--- src/hw/ex_pkg.sv ---
// Shared definitions for the execute-to-complete stage.
// Holds the datapath widths, the multiplier iteration count, the
// opcode and unit-class encodings, and the issue and result packets.
// Every stage module imports this package with a wildcard import.

package ex_pkg;

	////////////////////////////////////////////////////////////
	// Widths and timing
	////////////////////////////////////////////////////////////

	// Operand and result width
	localparam int DATA_W = 64;

	// Physical destination tag and ROB index widths
	localparam int PRF_IDX_W = 6;
	localparam int ROB_IDX_W = 5;

	// Multiplier iterations, one partial product slice per cycle
	localparam int MULT_CYCLES = 8;
	localparam int MULT_STEP_W = DATA_W / MULT_CYCLES;
	localparam int MULT_CNT_W = $clog2(MULT_CYCLES);

	////////////////////////////////////////////////////////////
	// Encodings
	////////////////////////////////////////////////////////////

	// ALU function codes, sparse as in the decoder
	typedef enum logic [4:0] {
		ALU_ADDQ   = 5'h00,
		ALU_SUBQ   = 5'h01,
		ALU_AND    = 5'h02,
		ALU_BIS    = 5'h04,
		ALU_XOR    = 5'h06,
		ALU_SRL    = 5'h08,
		ALU_SLL    = 5'h09,
		ALU_MULQ   = 5'h0b,
		ALU_CMPEQ  = 5'h0c,
		ALU_CMPULT = 5'h0f
	} alu_op_e;

	// Functional unit class picked by the router
	typedef enum logic [1:0] {
		EX_NOOP = 2'b00,
		EX_ALU  = 2'b01,
		EX_MULT = 2'b10
	} ex_class_e;

	////////////////////////////////////////////////////////////
	// Packets
	////////////////////////////////////////////////////////////

	// One issued instruction with its source values
	typedef struct packed {
		logic                 valid;
		alu_op_e              op;
		logic [DATA_W-1:0]    opa;
		logic [DATA_W-1:0]    opb;
		logic [PRF_IDX_W-1:0] pdest;
		logic [ROB_IDX_W-1:0] rob_idx;
	} ex_issue_t;

	// Finished result, same shape on unit outputs and on the CDB
	typedef struct packed {
		logic                 valid;
		logic [PRF_IDX_W-1:0] tag;
		logic [DATA_W-1:0]    value;
		logic [ROB_IDX_W-1:0] rob_idx;
		logic                 br_taken;
	} fu_result_t;

endpackage

--- src/hw/ex_alu.sv ---
// Single-cycle integer ALU.
// Computes the opcode result on the start strobe and holds it in the
// output register with its tag and ROB index until the CDB arbiter
// grants it. Compare opcodes also drive the branch-taken flag.

module ex_alu
	import ex_pkg::*;
(
	input  logic       clk,
	input  logic       reset,
	input  logic       start,
	input  ex_issue_t  op_in,
	input  logic       grant,
	output fu_result_t result,
	output logic       free
);

	logic [DATA_W-1:0] alu_value;
	logic              alu_br;

	////////////////////////////////////////////////////////////
	// Function evaluation
	////////////////////////////////////////////////////////////

	always_comb begin
		alu_value = '0;
		alu_br = 1'b0;
		case (op_in.op)
			ALU_ADDQ:   alu_value = op_in.opa + op_in.opb;
			ALU_SUBQ:   alu_value = op_in.opa - op_in.opb;
			ALU_AND:    alu_value = op_in.opa & op_in.opb;
			ALU_BIS:    alu_value = op_in.opa | op_in.opb;
			ALU_XOR:    alu_value = op_in.opa ^ op_in.opb;
			ALU_SLL:    alu_value = op_in.opa << op_in.opb[5:0];
			ALU_SRL:    alu_value = op_in.opa >> op_in.opb[5:0];
			ALU_CMPEQ: begin
				alu_br = (op_in.opa == op_in.opb);
				alu_value = {{(DATA_W-1){1'b0}}, alu_br};
			end
			ALU_CMPULT: begin
				alu_br = (op_in.opa < op_in.opb);
				alu_value = {{(DATA_W-1){1'b0}}, alu_br};
			end
			// Multiplies never reach this unit
			default: begin
				alu_value = '0;
				alu_br = 1'b0;
			end
		endcase
	end

	////////////////////////////////////////////////////////////
	// Held result register
	////////////////////////////////////////////////////////////

	always_ff @(posedge clk) begin
		// A new start wins over the clear from a grant
		if (reset) begin
			result.valid <= 1'b0;
		end else if (start) begin
			result.valid <= 1'b1;
		end else if (grant) begin
			result.valid <= 1'b0;
		end

		if (start) begin
			result.tag <= op_in.pdest;
			result.value <= alu_value;
			result.rob_idx <= op_in.rob_idx;
			result.br_taken <= alu_br;
		end
	end

	// Empty, or leaving on this edge
	assign free = ~result.valid | grant;

endmodule

--- src/hw/ex_cdb_arbiter.sv ---
// Common data bus arbiter.
// Fixed priority with the ALU above the multiplier. At most one held
// result is granted per cycle and driven onto the CDB; a unit that
// loses keeps its result and offers it again next cycle.

module ex_cdb_arbiter
	import ex_pkg::*;
(
	input  fu_result_t alu_result,
	input  fu_result_t mult_result,
	output logic       alu_grant,
	output logic       mult_grant,
	output fu_result_t cdb
);

	////////////////////////////////////////////////////////////
	// Grant
	////////////////////////////////////////////////////////////

	// ALU results never wait
	assign alu_grant = alu_result.valid;

	// Multiplier only on a cycle with no ALU result
	assign mult_grant = mult_result.valid & ~alu_result.valid;

	////////////////////////////////////////////////////////////
	// Bus mux
	////////////////////////////////////////////////////////////

	always_comb begin
		if (alu_grant) begin
			cdb = alu_result;
		end else if (mult_grant) begin
			cdb = mult_result;
		end else begin
			// Idle bus carries an all-zero, invalid result
			cdb = '0;
		end
	end

endmodule

--- src/hw/ex_issue_router.sv ---
// Issue router for the execute stage.
// Classifies the incoming opcode into a unit class, reports whether
// the selected unit can take it, and raises a one-cycle start strobe
// toward that unit when the packet is accepted.

module ex_issue_router
	import ex_pkg::*;
(
	input  ex_issue_t issue,
	input  logic      alu_free,
	input  logic      mult_free,
	output logic      issue_ready,
	output logic      alu_start,
	output logic      mult_start,
	output ex_issue_t fu_issue
);

	ex_class_e unit_class;

	// Multiplies go to the iterative unit, everything else to the ALU
	always_comb begin
		if (!issue.valid) begin
			unit_class = EX_NOOP;
		end else if (issue.op == ALU_MULQ) begin
			unit_class = EX_MULT;
		end else begin
			unit_class = EX_ALU;
		end
	end

	// Ready follows the selected unit; an empty slot is always ready
	always_comb begin
		issue_ready = 1'b1;
		alu_start = 1'b0;
		mult_start = 1'b0;
		case (unit_class)
			EX_ALU: begin
				issue_ready = alu_free;
				alu_start = alu_free;
			end
			EX_MULT: begin
				issue_ready = mult_free;
				mult_start = mult_free;
			end
			default: begin
				issue_ready = 1'b1;
			end
		endcase
	end

	// Packet to the units, qualified by the start strobes
	assign fu_issue = issue;

endmodule

--- src/hw/ex_mult.sv ---
// Iterative 64-bit multiplier.
// Adds one MULT_STEP_W-bit slice of the multiplier per cycle, so the
// low product bits are ready MULT_CYCLES edges after the start strobe.
// The product waits in the held result register until it is granted,
// and no new multiply is taken while it waits.

module ex_mult
	import ex_pkg::*;
(
	input  logic       clk,
	input  logic       reset,
	input  logic       start,
	input  ex_issue_t  op_in,
	input  logic       grant,
	output fu_result_t result,
	output logic       free
);

	typedef enum logic [1:0] {
		MULT_IDLE = 2'b00,
		MULT_BUSY = 2'b01,
		MULT_DONE = 2'b10
	} mult_state_e;

	mult_state_e          state_q;
	logic [MULT_CNT_W-1:0] count_q;

	logic [DATA_W-1:0]    acc_q;
	logic [DATA_W-1:0]    mcand_q;
	logic [DATA_W-1:0]    mplier_q;
	logic [DATA_W-1:0]    value_q;
	logic [PRF_IDX_W-1:0] tag_q;
	logic [ROB_IDX_W-1:0] rob_q;

	logic [DATA_W-1:0]    step_acc;
	logic [DATA_W-1:0]    step_mcand;
	logic [DATA_W-1:0]    step_mplier;
	logic [DATA_W-1:0]    step_slice;
	logic [DATA_W-1:0]    step_sum;
	logic                 last_step;

	////////////////////////////////////////////////////////////
	// Partial product step
	////////////////////////////////////////////////////////////

	// The start edge already does the first slice straight from the packet
	assign step_acc = start ? '0 : acc_q;
	assign step_mcand = start ? op_in.opa : mcand_q;
	assign step_mplier = start ? op_in.opb : mplier_q;
	assign step_slice = {{(DATA_W-MULT_STEP_W){1'b0}}, step_mplier[MULT_STEP_W-1:0]};
	assign step_sum = step_acc + step_mcand * step_slice;

	assign last_step = (state_q == MULT_BUSY) && (count_q == MULT_CNT_W'(MULT_CYCLES - 1));

	always_ff @(posedge clk) begin
		if (start || state_q == MULT_BUSY) begin
			acc_q <= step_sum;
			mcand_q <= step_mcand << MULT_STEP_W;
			mplier_q <= step_mplier >> MULT_STEP_W;
		end
		if (start) begin
			tag_q <= op_in.pdest;
			rob_q <= op_in.rob_idx;
		end
		if (last_step) begin
			value_q <= step_sum;
		end
	end

	////////////////////////////////////////////////////////////
	// Control FSM
	////////////////////////////////////////////////////////////

	always_ff @(posedge clk) begin
		if (reset) begin
			state_q <= MULT_IDLE;
			count_q <= '0;
		end else begin
			case (state_q)
				MULT_IDLE: begin
					if (start) begin
						state_q <= MULT_BUSY;
						count_q <= MULT_CNT_W'(1);
					end
				end
				MULT_BUSY: begin
					count_q <= count_q + 1'b1;
					if (last_step) begin
						state_q <= MULT_DONE;
					end
				end
				MULT_DONE: begin
					// Back to back multiply when the held result leaves
					if (grant && start) begin
						state_q <= MULT_BUSY;
						count_q <= MULT_CNT_W'(1);
					end else if (grant) begin
						state_q <= MULT_IDLE;
					end
				end
				default: begin
					state_q <= MULT_IDLE;
				end
			endcase
		end
	end

	assign free = (state_q == MULT_IDLE) || (state_q == MULT_DONE && grant);

	assign result = '{
		valid: (state_q == MULT_DONE),
		tag: tag_q,
		value: value_q,
		rob_idx: rob_q,
		br_taken: 1'b0
	};

endmodule

--- src/hw/ex_stage.sv ---
// Top of the execute-to-complete stage.
// Takes one issue packet per cycle, routes it to the ALU or the
// multiplier, and puts at most one finished result per cycle on the
// CDB. The free levels go back to the issue queue.

module ex_stage
	import ex_pkg::*;
(
	input  logic       clk,
	input  logic       reset,
	input  ex_issue_t  issue,
	output logic       issue_ready,
	output fu_result_t cdb,
	output logic       alu_free,
	output logic       mult_free
);

	ex_issue_t  fu_issue;
	logic       alu_start;
	logic       mult_start;
	logic       alu_grant;
	logic       mult_grant;
	fu_result_t alu_result;
	fu_result_t mult_result;

	ex_issue_router u_router (
		.issue       (issue),
		.alu_free    (alu_free),
		.mult_free   (mult_free),
		.issue_ready (issue_ready),
		.alu_start   (alu_start),
		.mult_start  (mult_start),
		.fu_issue    (fu_issue)
	);

	ex_alu u_alu (
		.clk    (clk),
		.reset  (reset),
		.start  (alu_start),
		.op_in  (fu_issue),
		.grant  (alu_grant),
		.result (alu_result),
		.free   (alu_free)
	);

	ex_mult u_mult (
		.clk    (clk),
		.reset  (reset),
		.start  (mult_start),
		.op_in  (fu_issue),
		.grant  (mult_grant),
		.result (mult_result),
		.free   (mult_free)
	);

	ex_cdb_arbiter u_arbiter (
		.alu_result  (alu_result),
		.mult_result (mult_result),
		.alu_grant   (alu_grant),
		.mult_grant  (mult_grant),
		.cdb         (cdb)
	);

endmodule

--- config.mk ---
export PLATFORM = sky130hd
export DESIGN_NAME = ex_stage
export DESIGN_NICKNAME = d
export VERILOG_FILES = /design/src/hw/ex_pkg.sv /design/src/hw/ex_alu.sv /design/src/hw/ex_cdb_arbiter.sv /design/src/hw/ex_issue_router.sv /design/src/hw/ex_mult.sv /design/src/hw/ex_stage.sv
export SDC_FILE = /design/constraint.sdc
export NUM_CORES = 2
export LEC_CHECK = 0
export ABC_AREA = 1
export BUFFER_PORTS_ARGS = -buffer_cell sky130_fd_sc_hd__buf_2
export CAP_MARGIN = 40
export CORE_ASPECT_RATIO = 1.4
export CORE_UTILIZATION = 25
export CTS_CLUSTER_DIAMETER = 150
export CTS_CLUSTER_SIZE = 28
export DETAILED_ROUTE_END_ITERATION = 8
export GPL_ROUTABILITY_DRIVEN = 0
export HOLD_SLACK_MARGIN = 0.03
export PLACE_DENSITY_LB_ADDON = 0.08
export SLEW_MARGIN = 20
export SYNTH_ARGS = -nofsm -noshare
export SYNTH_HDL_FRONTEND = slang
export SYNTH_SLANG_ARGS = --single-unit
--- constraint.sdc ---
create_clock -name clk -period 12.16 [get_ports clk]
set_input_delay 2.432 -clock clk [delete_from_list [all_inputs] [get_ports clk]]
set_output_delay 2.432 -clock clk [all_outputs]
set_load 0.05 [all_outputs]
==> reports/metrics.yaml <==
run_status:
  outcome: "finished, final reports clean"
global_routing:
  antenna_found_initial: 30
  grt_pass1_vias: 52650
  track_usage_pct: 30.8
  grt_pass1_wl_um: 423000
  grt_overflow: 0
  met1_usage_pct: 34.5
  grt-busiest-layer: "met2"
  met3_usage_pct: 4.70
  grt_max_degree: 92
  use_met2_pct: 51.4
synthesis:
  syn-num-nets: 8041
  syn_area_um2: 49100
  ys_seq_area_share_pct: 20.2
  syn_inst: 7214
  ys_warn_count: 0
  synth-seq-cells: 333
  ys_types: 61
  syn_avg_cell_area_um2: 6.81
setup_path:
  critPathCapture: "u_mult.acc_q[41]"
  required_ns: 12.53
  cpMostUsedCell: "nand2_1"
  start_kind: "primary input"
  r2r-end: "u_mult.acc_q[41]"
  crit_slowest_cell: "o21ai_2"
  r2r-start: "u_alu.result[76]"
  rrSetupSlack_ns: 3.59
  crit_start: "issue[143]"
  reg2reg_depth: 28
  cp-end-kind: "flop"
  crit_arrival_ns: 10.45
  critPathMaxStageDelay_ns: 0.82
  crit_fanout: 47
  critPathKind: "primary input to flop"
power_and_ir_drop:
  p_comb_share_pct: 61.6
  leakage_nw: 24.8
  p_seq_share_pct: 24.7
  p_int_mw: 2.84
  power.density_nw_per_um2: 114
  power_frac_clock_pct: 13.7
  netSwitchingFraction_pct: 53.9
  switchingPower_mw: 3.32
  power.total_mw: 6.15
  ir_worst_vdd_mv: 0.117
sta:
  fin_hold_ws_ns: 0.497
  fmax_mhz: 99.2
  setup_tns_ns: 0
  worst_slew_pin_slew_ns: 0.997
  slew_viol_final: 0
  rsz0062_at_grt: "false"
  hold_viol: 0
  slew_headroom_pct: 32.9
  fin_crit_sh_pct: 82.9
  period_needed_ns: 10.08
  finalSetupViolCount: 0
  skew_ns: 0.0478
routing:
  drt_iter0_markers: 5760
  wl_um: 311000
  drc: 0
  postRouteAntennaNets: 0
  routedWlPerCell_um: 31.5
  via_per_inst: 5.32
  dr.pass1.iters: 7
  vias: 52650
clock_network:
  cts_tree: "done"
  clk_path_buf_depth: 3
  cts_made_buffers: 19
  cts_max_level: 1
  cts_sinks: 333
  clk_latency_ns: 0.67
  post-cts-setup-buffer-count: 0
  cts_hold_buf: 0
  cts.reportedPaths.clkPinSlew_ns: 0.12
  postCtsResizedCells: 0
  cts_root_buf: "clkbuf_16"
floorplan:
  die-area_um2: 198000
  initial_utilization_pct: 25.1
  die_h_um: 526
  core_area_um2: 195000
  die_w_um: 377
  io_pins: 227
  rows: 192
place:
  io_buffers: 225
  dp_hpwl_um: 259000
final_layout:
  post-route-util_pct: 27.5
  drive_above_1_share_pct: 6.96
  area_growth_pct: 9.44
  layout.nets: 8076
flow_run:
  drv_cap: 0
min_path:
  hold_class: "flop to flop"
critical path: cells and delay by family:
kind                     cells  cell delay [ns]
AO/OA/AOI/OAI                5             2.31
AND/OR/NAND/NOR             11             2.23
buffers and inverters        6             0.95
adder cells (fa/ha/maj)      5             2.31
XOR/XNOR                     1             0.19
cell families (layout without fill, tap and decap cells):
logic type,count (synthesis),in the layout,share of synthesized area (%)
AND/OR/NAND/NOR,3288,3288,27.3
buffers and inverters,1429,1475,11.5
AO/OA/AOI/OAI,1396,1396,15.7
adder cells (fa/ha/maj),680,680,23.6
flip-flops,333,333,20.2
XOR/XNOR,60,60,1.07
multiplexers,27,27,0.550
other,1,21,0.00764
routing by layer:
metal,vias up,wire length [um],share of wire [%]
met5,-,55,0.018
met4,8,30800,9.9
met3,782,18300,5.9
met2,2536,148000,48
met1,26036,114000,37
li1,23288,-,-
worst min path at each step:
stage	startpoint	endpoint	slack, ns	cells after the start
after floorplan	u_mult.count_q[1]	u_mult.count_q[1]	0.44	2
after global placement	u_mult.count_q[1]	u_mult.count_q[1]	0.46	2
after detailed placement	u_mult.count_q[1]	u_mult.count_q[1]	0.47	2
after CTS	u_mult.count_q[1]	u_mult.count_q[1]	0.49	2
after global routing	u_mult.count_q[1]	u_mult.count_q[1]	0.52	2
final	u_mult.count_q[1]	u_mult.count_q[1]	0.50	2
flip-flops by register name (all words and copies together), names as in the netlist:
signal,flops
u_alu.result,77
u_mult.acc_q,64
u_mult.count_q,3
u_mult.mcand_q,56
u_mult.mplier_q,56
u_mult.rob_q,5
u_mult.state_q,2
u_mult.tag_q,6
u_mult.value_q,64
cell type report:
type | count | area (um^2)
fillers | 22349 | 142000
clock inverters | 10 | 143
repair buffers | 337 | 2060
multi-input cells | 5452 | 33600
well taps | 2619 | 3280
clock buffers | 22 | 487
inverters | 1106 | 4170
diodes | 20 | 50.0
flip-flops and latches | 333 | 9940
power groups by stage:
stage / Clock (mW) / Sequential (mW) / Combinational (mW)
6_report: 0.843 / 1.52 / 3.79
5_1_grt: 0.887 / 1.52 / 4.06
4_1_cts: 0.870 / 1.52 / 3.72
3_5_place_dp: 0 / 1.55 / 3.69
3_3_place_gp: 0 / 1.55 / 3.71
2_1_floorplan: 0 / 1.54 / 2.22
stage by stage:
stage / setup slack (ns) / instances / area (um^2)
after detailed placement: 1.46 / 9833 / 53000
after global placement: 1.10 / 9811 / 52700
after global routing: 1.69 / 9883 / 53700
final: 2.08 / 9899 / 53700
after CTS: 2.05 / 9865 / 53600
after floorplan: 4.23 / 7214 / 49100
cells in the final DEF, fill, tap and decap left out, types with 7 or more instances in the layout:
master / instances
inv_1: 1058
or2_1: 11
nand2_1: 1747
edfxtp_1: 327
diode_2: 20
o21ai_1: 147
nor4_1: 18
o21ai_0: 510
or2_2: 7
nor2_4: 8
a221oi_1: 7
a211oi_1: 12
nor2_2: 10
o211ai_1: 37
nor3_1: 42
nand2_2: 11
and3_1: 7
a21oi_1: 442
o21ai_2: 48
nand4_1: 75
ha_1: 268
a31oi_1: 29
o21bai_1: 27
nand3_1: 487
xor2_1: 42
clkbuf_16: 19
buf_2: 233
xnor2_1: 18
inv_2: 36
buf_4: 91
o21a_1: 26
a21o_1: 18
fa_1: 412
mux2i_1: 27
a21boi_0: 8
o22ai_1: 61
nor2_1: 849
synth_stat cells, drive strengths merged:
library cell | number | area share [%]
a2111oi | 1 | 0.018
a211o | 1 | 0.018
a211oi | 12 | 0.18
a21boi | 10 | 0.15
a21o | 18 | 0.28
a21oi | 446 | 4.6
a221o | 1 | 0.020
a221oi | 7 | 0.12
a31o | 1 | 0.018
a31oi | 29 | 0.37
and3 | 7 | 0.089
buf | 155 | 1.7
clkbuf | 168 | 1.3
clkinv | 6 | 0.046
conb | 1 | 0.0076
dfxtp | 6 | 0.24
edfxtp | 327 | 20
fa | 412 | 17
ha | 268 | 6.8
inv | 1100 | 8.4
mux2i | 27 | 0.55
nand2 | 1758 | 13
nand2b | 2 | 0.025
nand3 | 488 | 5.0
nand3b | 6 | 0.092
nand4 | 76 | 0.98
nor2 | 867 | 6.7
nor3 | 42 | 0.43
nor3b | 2 | 0.031
nor4 | 18 | 0.23
o2111ai | 3 | 0.054
o211ai | 37 | 0.57
o21a | 26 | 0.40
o21ai | 706 | 7.6
o21bai | 28 | 0.44
o221a | 2 | 0.046
o221ai | 4 | 0.071
o22ai | 61 | 0.78
o31ai | 3 | 0.046
or2 | 22 | 0.28
xnor2 | 18 | 0.32
xor2 | 42 | 0.75
(Power assumes the default switching activity.)
